### src/logic/pipe_macros.svh
`ifndef PIPE_MACROS_SVH
`define PIPE_MACROS_SVH

// Fetch address width
`define PC_W 8

// Issue queue entries
`define QUEUE_DEPTH 4

// Front end stalls from this occupancy up
`define QUEUE_HIGH (`QUEUE_DEPTH - 2)

// Exception handler entry
`define TRAP_VEC 8'h80

`endif

### src/logic/pipePkg.sv
package pipePkg;

    typedef enum logic [2:0] {
        opNop    = 3'd0,
        opAlu    = 3'd1,
        opJump   = 3'd2,   // Resolved in D
        opBranch = 3'd3,   // Resolved in M, always taken
        opTrap   = 3'd4,   // Exception raised in M
        opFault  = 3'd5    // Exception raised in W
    } opcodeT;

    // Pipeline order, oldest stage last
    typedef enum logic [2:0] {
        stF, stF2, stI, stD, stE, stM, stM2, stW
    } stageT;

endpackage

### src/logic/hazardCtrl.sv
`timescale 1ns/1ps

module hazardCtrl import pipePkg::*; (
    input  logic clk,
    input  logic rstN,
    input  logic branchD,
    input  logic branchM,
    input  logic iWait,
    input  logic dWait,
    input  logic eWait,
    input  logic overflowI,
    input  logic excpM,
    input  logic excpW,
    output logic stallF,
    output logic stallF2,
    output logic flushF2,
    output logic stallD,
    output logic flushD,
    output logic stallI,
    output logic stallIDe,
    output logic flushI,
    output logic flushQue,
    output logic stallE,
    output logic flushE,
    output logic stallM,
    output logic flushM,
    output logic stallM2,
    output logic flushM2,
    output logic flushW
);

    logic [stM2:stF] stall;     // F through M2
    logic [stW:stF2] flush;     // F2 through W
    logic excpPend;
    logic excpPendNext;
    logic branchMPend;
    logic branchMPendNext;
    logic branchDPend;
    logic branchDPendNext;

    always_ff @(posedge clk) begin
        if (!rstN) begin
            excpPend    <= 1'b0;
            branchMPend <= 1'b0;
            branchDPend <= 1'b0;
        end else begin
            excpPend    <= excpPendNext;
            branchMPend <= branchMPendNext;
            branchDPend <= branchDPendNext;
        end
    end

    always_comb begin
        stall = '0;
        flush = '0;
        stallIDe = 1'b0;
        flushQue = 1'b0;
        excpPendNext = excpPend;
        branchMPendNext = branchMPend;
        branchDPendNext = branchDPend;

        if (excpM || excpW) begin
            flush[stM:stF2] = '1;
            flushQue = 1'b1;
            if (excpW) begin
                flush[stW:stM2] = '1;   // Fault sits in W, kill what follows it
            end
        end else if (dWait) begin
            stall = '1;
            stallIDe = 1'b1;
            flush[stW] = 1'b1;
        end else if (branchM) begin
            flush[stM:stF2] = '1;
            flushQue = 1'b1;
            if (iWait) begin
                stall[stF] = 1'b1;      // F keeps a stale token until fetch returns
                branchMPendNext = 1'b1;
            end
        end else if (eWait) begin
            stall[stE:stF] = '1;
            stallIDe = 1'b1;
            flush[stM] = 1'b1;
        end else if (overflowI && !branchD) begin
            // Let D drain the queue, a jump in D empties it anyway
            stall[stI:stF] = '1;
        end else if (branchD) begin
            flush[stD:stF2] = '1;
            flushQue = 1'b1;
            if (iWait) begin
                stall[stF] = 1'b1;
                branchDPendNext = 1'b1;
            end
        end else if (iWait) begin
            stall[stF] = 1'b1;
            flush[stF2] = 1'b1;         // No copy of the held F token
        end

        // Fetch resumes after a redirect seen under a wait
        if (!stall[stF] && (excpPend || branchMPend || branchDPend)) begin
            flush[stF2] = 1'b1;
            flush[stD] = 1'b1;
            excpPendNext = 1'b0;
            branchMPendNext = 1'b0;
            branchDPendNext = 1'b0;
        end
        if ((excpM || excpW) && iWait) begin
            excpPendNext = 1'b1;
        end
    end

    assign stallF  = stall[stF];
    assign stallF2 = stall[stF2];
    assign stallI  = stall[stI];
    assign stallD  = stall[stD];
    assign stallE  = stall[stE];
    assign stallM  = stall[stM];
    assign stallM2 = stall[stM2];

    assign flushF2 = flush[stF2];
    assign flushI  = flush[stI];
    assign flushD  = flush[stD];
    assign flushE  = flush[stE];
    assign flushM  = flush[stM];
    assign flushM2 = flush[stM2];
    assign flushW  = flush[stW];

endmodule

### src/logic/fetchStage.sv
`timescale 1ns/1ps

`include "pipe_macros.svh"

module fetchStage import pipePkg::*; (
    input  logic              clk,
    input  logic              rstN,
    input  logic              stallF,
    input  logic              stallF2,
    input  logic              flushF2,
    input  logic              iWait,
    input  logic              branchD,
    input  logic [`PC_W-1:0]  targetD,
    input  logic              branchM,
    input  logic [`PC_W-1:0]  targetM,
    input  logic              excpM,
    input  logic              excpW,
    input  opcodeT            fetchOp,
    input  logic [`PC_W-1:0]  fetchTarget,
    output logic [`PC_W-1:0]  fetchPc,
    output logic              validF2,
    output logic [`PC_W-1:0]  pcF2,
    output opcodeT            opF2,
    output logic [`PC_W-1:0]  targetF2
);

    logic [`PC_W-1:0] pc;
    logic [`PC_W-1:0] redirPc;
    logic             redirect;
    logic             capture;
    logic             validF;
    logic [`PC_W-1:0] pcF;
    opcodeT           opF;
    logic [`PC_W-1:0] targetF;

    assign redirect = excpM || excpW || branchM || branchD;
    assign capture  = !stallF && !iWait;
    assign fetchPc  = pc;

    // Oldest event steers the pc
    always_comb begin
        if (excpM || excpW) begin
            redirPc = `TRAP_VEC;
        end else if (branchM) begin
            redirPc = targetM;
        end else begin
            redirPc = targetD;
        end
    end

    always_ff @(posedge clk) begin
        if (!rstN) begin
            pc      <= '0;
            validF  <= 1'b0;
            validF2 <= 1'b0;
        end else begin
            if (redirect) begin
                pc <= redirPc;          // Taken even while F is held
            end else if (capture) begin
                pc <= pc + 1'b1;
            end
            if (!stallF) begin
                validF <= capture && !redirect;
            end
            if (!stallF2) begin
                validF2 <= validF && !flushF2;
            end
        end
    end

    always_ff @(posedge clk) begin
        if (capture) begin
            pcF     <= pc;
            opF     <= fetchOp;
            targetF <= fetchTarget;
        end
        if (!stallF2) begin
            pcF2     <= pcF;
            opF2     <= opF;
            targetF2 <= targetF;
        end
    end

endmodule

### src/logic/issueQueue.sv
`timescale 1ns/1ps

`include "pipe_macros.svh"

module issueQueue import pipePkg::*; (
    input  logic              clk,
    input  logic              rstN,
    input  logic              validF2,
    input  logic [`PC_W-1:0]  pcF2,
    input  opcodeT            opF2,
    input  logic [`PC_W-1:0]  targetF2,
    input  logic              stallI,
    input  logic              flushI,
    input  logic              stallIDe,
    input  logic              flushQue,
    output logic              overflowI,
    output logic              validQ,
    output logic [`PC_W-1:0]  pcQ,
    output opcodeT            opQ,
    output logic [`PC_W-1:0]  targetQ
);

    logic                             validI;
    logic [`PC_W-1:0]                 pcI;
    opcodeT                           opI;
    logic [`PC_W-1:0]                 targetI;
    logic [`PC_W-1:0]                 pcMem     [`QUEUE_DEPTH];
    opcodeT                           opMem     [`QUEUE_DEPTH];
    logic [`PC_W-1:0]                 targetMem [`QUEUE_DEPTH];
    logic [$clog2(`QUEUE_DEPTH)-1:0]  wrPtr;
    logic [$clog2(`QUEUE_DEPTH)-1:0]  rdPtr;
    logic [$clog2(`QUEUE_DEPTH):0]    count;
    logic                             push;
    logic                             pop;

    assign push = validI && !stallI && !flushQue;
    assign pop  = !stallIDe && !flushQue && (count != '0);

    assign validQ    = (count != '0);
    assign pcQ       = pcMem[rdPtr];
    assign opQ       = opMem[rdPtr];
    assign targetQ   = targetMem[rdPtr];
    assign overflowI = (count >= `QUEUE_HIGH);

    always_ff @(posedge clk) begin
        if (!rstN) begin
            validI <= 1'b0;
            wrPtr  <= '0;
            rdPtr  <= '0;
            count  <= '0;
        end else begin
            if (!stallI) begin
                validI <= validF2 && !flushI;
            end
            if (flushQue) begin
                wrPtr <= '0;
                rdPtr <= '0;
                count <= '0;
            end else begin
                if (push) wrPtr <= wrPtr + 1'b1;
                if (pop) rdPtr <= rdPtr + 1'b1;
                case ({push, pop})
                    2'b10:   count <= count + 1'b1;
                    2'b01:   count <= count - 1'b1;
                    default: count <= count;    // Idle or push and pop together
                endcase
            end
        end
    end

    always_ff @(posedge clk) begin
        if (!stallI) begin
            pcI     <= pcF2;
            opI     <= opF2;
            targetI <= targetF2;
        end
        if (push) begin
            pcMem[wrPtr]     <= pcI;
            opMem[wrPtr]     <= opI;
            targetMem[wrPtr] <= targetI;
        end
    end

endmodule

### src/logic/backEnd.sv
`timescale 1ns/1ps

`include "pipe_macros.svh"

module backEnd import pipePkg::*; (
    input  logic              clk,
    input  logic              rstN,
    input  logic              validQ,
    input  logic [`PC_W-1:0]  pcQ,
    input  opcodeT            opQ,
    input  logic [`PC_W-1:0]  targetQ,
    input  logic              stallD,
    input  logic              flushD,
    input  logic              stallE,
    input  logic              flushE,
    input  logic              stallM,
    input  logic              flushM,
    input  logic              stallM2,
    input  logic              flushM2,
    input  logic              flushW,
    output logic              branchD,
    output logic [`PC_W-1:0]  targetD,
    output logic              branchM,
    output logic [`PC_W-1:0]  targetM,
    output logic              excpM,
    output logic              excpW,
    output logic              retireValid,
    output logic [`PC_W-1:0]  retirePc,
    output opcodeT            retireOp
);

    // Token registers D through W, indexed by stage
    logic             validS   [stD:stW];
    logic [`PC_W-1:0] pcS      [stD:stW];
    opcodeT           opS      [stD:stW];
    logic [`PC_W-1:0] targetS  [stD:stW];
    logic             validIn  [stD:stW];
    logic [`PC_W-1:0] pcIn     [stD:stW];
    opcodeT           opIn     [stD:stW];
    logic [`PC_W-1:0] targetIn [stD:stW];
    logic [stW:stD]   stallS;
    logic [stW:stD]   flushS;

    assign stallS = {1'b0, stallM2, stallM, stallE, stallD};    // W never waits
    assign flushS = {flushW, flushM2, flushM, flushE, flushD};

    always_comb begin
        validIn[stD]  = validQ;
        pcIn[stD]     = pcQ;
        opIn[stD]     = opQ;
        targetIn[stD] = targetQ;
        for (int s = stE; s <= stW; s++) begin
            validIn[s]  = validS[s-1];
            pcIn[s]     = pcS[s-1];
            opIn[s]     = opS[s-1];
            targetIn[s] = targetS[s-1];
        end
    end

    always_ff @(posedge clk) begin
        if (!rstN) begin
            for (int s = stD; s <= stW; s++) begin
                validS[s] <= 1'b0;
            end
        end else begin
            for (int s = stD; s <= stW; s++) begin
                if (!stallS[s]) begin
                    validS[s] <= validIn[s] && !flushS[s];
                end
            end
        end
    end

    always_ff @(posedge clk) begin
        for (int s = stD; s <= stW; s++) begin
            if (!stallS[s]) begin
                pcS[s]     <= pcIn[s];
                opS[s]     <= opIn[s];
                targetS[s] <= targetIn[s];
            end
        end
    end

    assign branchD = validS[stD] && (opS[stD] == opJump);
    assign targetD = targetS[stD];
    assign branchM = validS[stM] && (opS[stM] == opBranch);
    assign targetM = targetS[stM];
    assign excpM   = validS[stM] && (opS[stM] == opTrap);
    assign excpW   = validS[stW] && (opS[stW] == opFault);

    // Trapping and faulting tokens reach W but never retire
    assign retireValid = validS[stW] && !(opS[stW] inside {opTrap, opFault});
    assign retirePc    = pcS[stW];
    assign retireOp    = opS[stW];

endmodule

### src/logic/pipeTop.sv
`timescale 1ns/1ps

`include "pipe_macros.svh"

module pipeTop import pipePkg::*; (
    input  logic              clk,
    input  logic              rstN,
    input  logic              iWait,
    input  logic              dWait,
    input  logic              eWait,
    input  opcodeT            fetchOp,
    input  logic [`PC_W-1:0]  fetchTarget,
    output logic [`PC_W-1:0]  fetchPc,
    output logic              retireValid,
    output logic [`PC_W-1:0]  retirePc,
    output opcodeT            retireOp
);

    // Hazard control
    logic stallF;
    logic stallF2;
    logic flushF2;
    logic stallD;
    logic flushD;
    logic stallI;
    logic stallIDe;
    logic flushI;
    logic flushQue;
    logic stallE;
    logic flushE;
    logic stallM;
    logic flushM;
    logic stallM2;
    logic flushM2;
    logic flushW;

    // Control events
    logic             branchD;
    logic             branchM;
    logic             excpM;
    logic             excpW;
    logic             overflowI;
    logic [`PC_W-1:0] targetD;
    logic [`PC_W-1:0] targetM;

    // Tokens between blocks
    logic             validF2;
    logic [`PC_W-1:0] pcF2;
    opcodeT           opF2;
    logic [`PC_W-1:0] targetF2;
    logic             validQ;
    logic [`PC_W-1:0] pcQ;
    opcodeT           opQ;
    logic [`PC_W-1:0] targetQ;

    hazardCtrl hazard0 (.*);

    fetchStage fetch0 (.*);

    issueQueue queue0 (.*);

    backEnd back0 (.*);

endmodule

### config.mk
export PLATFORM = sky130hd
export DESIGN_NAME = pipeTop
export DESIGN_NICKNAME = d
export VERILOG_FILES = /design/src/logic/pipePkg.sv /design/src/logic/hazardCtrl.sv /design/src/logic/fetchStage.sv /design/src/logic/issueQueue.sv /design/src/logic/backEnd.sv /design/src/logic/pipeTop.sv
export VERILOG_INCLUDE_DIRS = /design/src /design/src/logic
export SDC_FILE = /design/constraint.sdc
export NUM_CORES = 1
export LEC_CHECK = 0
export BUFFER_PORTS_ARGS = -buffer_cell sky130_fd_sc_hd__clkbuf_2
export CAP_MARGIN = 20
export CORE_ASPECT_RATIO = 1.75
export CORE_MARGIN = 4
export CORE_UTILIZATION = 35
export DETAILED_ROUTE_END_ITERATION = 16
export PLACE_DENSITY = 0.57
export SLEW_MARGIN = 20
export SYNTH_ARGS = -nofsm -noshare
export SYNTH_HDL_FRONTEND = slang
export SYNTH_SLANG_ARGS = --single-unit
export TNS_END_PERCENT = 30
### constraint.sdc
create_clock -name clk -period 2.7 [get_ports clk]
set_input_delay 0.405 -clock clk [delete_from_list [all_inputs] [get_ports clk]]
set_output_delay 0.405 -clock clk [all_outputs]
set_load 0.1 [all_outputs]
Word-level counts from Yosys, hierarchy flattened
Memories as Yosys holds them, arrays and structs flattened. A register that Yosys moved wholly into a read port is not among the register bits.
Index checks and enable logic that the tools add are counted.
- memory bits (writable): 176
- word-level logic and storage cells: 170
- input bits: 16
- memories: 7
- bits in registers: 78
- equal/unequal tests: 7
- add/subtract/negate cells: 5
- multiplexer cells: 70
- order comparisons: 1
- reductions and logical operators: 50
- bitwise operators: 11
- memories (name ; depth ; width ; rd ports ; clocked after memory_dff ; wr ports ; line ; text):
    back0.pcS ; 5 ; 8 ; 5 ; 0 ; 5 ; backEnd.sv:34 ; logic [`PC_W-1:0] pcS [stD:stW];
    back0.targetS ; 5 ; 8 ; 4 ; 0 ; 5 ; backEnd.sv:36 ; logic [`PC_W-1:0] targetS [stD:stW];
    queue0.pcMem ; 4 ; 8 ; 1 ; 1 ; 1 ; issueQueue.sv:27 ; logic [`PC_W-1:0] pcMem [`QUEUE_DEPTH];
    queue0.targetMem ; 4 ; 8 ; 1 ; 1 ; 1 ; issueQueue.sv:29 ; logic [`PC_W-1:0] targetMem [`QUEUE_DEPTH];
    back0.opS ; 5 ; 3 ; 5 ; 0 ; 5 ; backEnd.sv:35 ; opcodeT opS [stD:stW];
    queue0.opMem ; 4 ; 3 ; 1 ; 1 ; 1 ; issueQueue.sv:28 ; opcodeT opMem [`QUEUE_DEPTH];
    +1 memories ; - ; - ; - ; - ; - ; - ;
- operators with widths (cell ; count):
    $mux W1 ; 45
    $mux W8 ; 4
    $mux W2 ; 11
    $logic_and A1 B1 Y1 ; 21
    $logic_not A1 Y1 ; 15
    $mux W5 ; 3
    $mux W3 ; 4
    $eq A3 B3 Y1 const B ; 3
    $add A8 B1 Y8 const B ; 1
    $reduce_bool A2 Y1 ; 4
    $mux W7 ; 1
    $reduce_and A7 Y1 ; 1
    $eq A3 B2 Y1 const B ; 2
    $not A1 Y1 ; 6
    $pmux W3 S2 ; 1
    $logic_or A1 B1 Y1 ; 5
    $or A1 B1 Y1 ; 5
    $add A2 B1 Y2 const B ; 2
    $mux W4 ; 1
    $reduce_and A4 Y1 ; 1
    $reduce_or A2 Y1 ; 2
    $add A3 B1 Y3 const B ; 1
    $ge A3 B2 Y1 const B ; 1
    $reduce_bool A3 Y1 ; 1
    3 further kinds ; 3

Longest topological paths before layout
An unclocked memory read counts as a cell.
- depth in word-level cells: 16
- gate-level depth with buffers: 12
- depth with buffers taken out: 11

Hierarchy
A second synthesis with hierarchy kept.
- cell total of the unflattened synthesis: 472
- area total of the unflattened synthesis: 8743.4 µm²
- by module, submodules not included (module ; times used ; area each (µm²) ; cells an instance ; seq. area each (µm²)):
    issueQueue ; 1 ; 3871.2 ; 177 ; 3052.9
    backEnd ; 1 ; 2702.6 ; 123 ; 2402.3
    fetchStage ; 1 ; 1850.5 ; 130 ; 1341.3
    hazardCtrl ; 1 ; 319.1 ; 42 ; 60.1

Least setup slack after synthesis
Ideal clock, no wire load.
- path kind: register -> output
- start point: register back0.opS[0][22] (netlist name)
- end point: output port retireValid
- data arrival time: 3209 ps
- stages on the path, launching flop included: 3
- path slack: -914 ps
- buffers on the path: 0
- cell sequence: dfxtp_1 -> inv_1 -> a21boi_0
- RTL lines (what ; line ; text):
    to (decl) ; pipeTop.sv:14 ; output logic retireValid,

==> flow_metrics.tcl <==
set metrics [dict create \
    outcome "finished clean" \
    min_path_type "in2reg" \
    drcViolationCount 0 \
    yosysWarnings 0 \
    avgSynthCellArea_um2 19.4 \
    cp_top_family "adder cells" \
    rsz0062_at_grt "no" \
    cts_made_buffers 22 \
    cts_max_path_buffers 3 \
    path_clk_slew_ns 0.06 \
    core_area_um2 23800 \
    vdd_drop_max_uv 384 \
    cts-resized-gates 0 \
    reg2reg_slack_ns 0.21 \
    cellLeakagePower_uw 0.00324 \
    worstRegToRegCells 11 \
    cts_root_buf "clkbuf_16" \
    fillerInstances 2179 \
    power_density_nw_per_um2 750 \
    fin_ws_ns 0.215 \
    start_kind "register" \
    port_buffers 35 \
    grt_pass1_wl_um 22800 \
    grt.overflow.total 0 \
    setup_tns_ns 0 \
    avgViaCountPerCell 4.88 \
    synth_cell_types 60 \
    p_total_uw 7290 \
    insertion_delay_ns 0.49 \
    yosys_register_bits 240 \
    final_nets 517 \
    synth_area_leaders "edfxtp_1, dfxtp_1, mux4_2, nor2_1, ha_1" \
    hpwl_um 9400 \
    synth_top_cell_area_share 0.729 \
    critPathBufInv 2 \
    r2r-start "back0.opS[0][17]" \
    cts_setup_buffers 0 \
    cp.depth 11 \
    synth_top_area_cell "edfxtp_1" \
    worst_slew_pin_slew_ns 0.548 \
    drv_cap 0 \
    n_antenna_cell 0 \
    ios 36 \
    dr.pass1.iters 4 \
    hold_viol 0 \
    critPathMaxStageDelay_ns 0.44 \
    worstSetupEndpoint "queue0.count[2]" \
    reg2reg_to "queue0.count[2]" \
    finClkSkew_ns 0.0102 \
    drive_gt1_frac 0.230 \
    fmax_ghz 0.402 \
    path_max_fanout 5 \
    cts_hold_buffers 0 \
    syn_area_um2 8440 \
    slew-limit-headroom 0.634 \
    grt_max_degree 41 \
    routedWlPerCell_um 17.4 \
    ys.flop_type "edfxtp_1" \
    fin_crit_sh 0.920 \
    required_ns 3.07 \
    cts_max_level 1 \
    start_util 0.354 \
    drt-initial-drc-count 197 \
    synth-edff-count 205 \
    ant_nets 0 \
    fp.dieH_um 213 \
    antenna_found_initial 0 \
    cp.arrival_ns 2.86 \
    crit_type "reg2reg" \
    grt_pass1_vias 4188 \
    place.gp.congestion 0.787 \
    place_ws_ns 0.219 \
    async_flop_share 0 \
    syn_to_final_growth_pct 15.1 \
    finalSetupViolCount 0 \
    fin_crit_ns 2.49 \
    synthesis.instances 435 \
    drt-total-wl_um 14200 \
    num_rows 75 \
    cts_tree "yes" \
    clock_sinks 240 \
    end_kind "register" \
    dieArea_um2 26800 \
    num_vias 3971 \
    grtUsageTotal 0.108 \
    syn_nets 458 \
    path_cells "nand4b_2 -> a21oi_1 -> o221ai_2 -> inv_1 -> ha_1 -> inv_1 -> fa_1 -> xor2_1 -> nor2_1 -> xnor2_1 -> nor2_1" \
    dieWidth_um 125 \
    yosysSeqAreaShare 0.812 \
    maxSlewViolCount 0 \
    critPathLaunch "back0.opS[0][17]" \
    slowest_stage "edfxtp_1" \
]
cell usage in the layout, fill, tap and decap left out, types with 2 or more instances in the layout:
cell | netlist | final
inv_1 | 11 | 11
edfxtp_1 | 205 | 205
nand3_1 | 8 | 8
xor2_1 | 3 | 3
inv_2 | 2 | 2
xnor2_1 | 2 | 2
a21boi_1 | 1 | 2
ha_1 | 6 | 6
clkbuf_16 | 0 | 23
a21oi_2 | 2 | 2
clkinv_2 | 0 | 3
nand4b_2 | 2 | 2
and2_1 | 7 | 7
buf_12 | 0 | 2
clkbuf_2 | 0 | 35
o22ai_1 | 2 | 2
nand2_1 | 18 | 18
or3_1 | 2 | 2
nor2b_1 | 2 | 2
dfxtp_1 | 35 | 32
nor2_1 | 23 | 22
mux4_2 | 19 | 19
buf_4 | 1 | 11
o21ai_1 | 2 | 2
and3_1 | 3 | 3
dfxtp_2 | 0 | 3
a21boi_0 | 3 | 2
a21oi_1 | 13 | 13
clkinv_1 | 0 | 5
nor3_1 | 5 | 5
clkbuf_1 | 6 | 3
a22oi_1 | 2 | 2
o221ai_1 | 2 | 2
o21ai_0 | 5 | 5
a41oi_1 | 2 | 2
nand4_1 | 7 | 7
cells in the mapped netlist, types with 3 or more instances:
cell type    n
edfxtp_1   205
clkbuf_1     6
dfxtp_1     35
nand3_1      8
a21boi_0     3
and2_1       7
and3_1       3
mux4_2      19
nor3_1       5
o21ai_0      5
nand4_1      7
nand2_1     18
xor2_1       3
ha_1         6
a21oi_1     13
inv_1       11
nor2_1      23
buf_2        5
registers in the layout, summed over array words and instances, names as in the netlist, 12 cells and up, named ones only:
register,cells
back0.targetS,24
back0.pcS,40
queue0.pcMem,32
queue0.opMem,12
queue0.targetMem,32
back0.opS,15
where the power goes:
part	switching (µW)	total [µW]	internal, µW	leakage [µW]
Sequential	50.8	4190	4140	0.00220
Clock	1210	2840	1630	0.000321
Combinational	203	256	52.6	0.000715
cell families (layout without fill, tap and decap cells):
family,after synthesis,count (layout),share of synthesized area
flip-flops,240,240,0.812
multiplexers,20,20,0.0519
AND/OR/NAND/NOR,88,88,0.0605
AO/OA/AOI/OAI,49,49,0.0454
adder cells (fa/ha/maj),7,7,0.0113
buffers and inverters,26,96,0.0136
XOR/XNOR,5,5,0.00519
worst reg2reg max path: stages (launching register included):
cell	delay (ns)
edfxtp_1	0.44
nand4b_2	0.30
a21oi_1	0.29
o221ai_2	0.14
inv_1	0.07
ha_1	0.18
inv_1	0.07
fa_1	0.44
xor2_1	0.15
nor2_1	0.11
xnor2_1	0.13
nor2_1	0.05
metal layers:
metal / routed length (µm) / GRT usage / vias to the layer above
li1: - / - / 1817
met1: 5630 / 0.126 / 2011
met2: 7530 / 0.199 / 113
met3: 580 / 0.0182 / 30
met4: 409 / 0.0397 / 0
met5: 0 / 0 / -
worst min path at each step:
stage                startpoint                 to  cells after the start
6_report         fetchTarget[0]  fetch0.targetF[0]                      1
5_1_grt              fetchOp[0]      fetch0.opF[0]                      1
4_1_cts              fetchOp[0]      fetch0.opF[0]                      1
3_5_place_dp   back0.pcS[0][48]   back0.pcS[0][56]                      0
3_3_place_gp   back0.opS[0][18]   back0.opS[0][21]                      0
2_1_floorplan  back0.opS[0][18]   back0.opS[0][21]                      0
metrics by stage:
stage	utilization	hold WS [ns]	cell area, µm²	instances
finish	0.408	0.0863	9720	813
global route	0.408	0.0651	9720	813
CTS	0.408	0.0618	9720	813
detailed placement	0.380	0.328	9060	778
global placement	0.380	0.324	9060	778
floorplan	-	0.323	8450	435
final cells by class:
class / instances / area [µm²] / area share
Clock buffer: 26 / 587 / 0.0604
Clock inverter: 9 / 63.8 / 0.00657
Inverter: 13 / 48.8 / 0.00502
Multi-Input combinational cell: 169 / 1470 / 0.152
Sequential cell: 240 / 6860 / 0.706
Tap cell: 308 / 385 / 0.0397
Timing Repair Buffer: 48 / 298 / 0.0307
(Power assumes the default switching activity.)
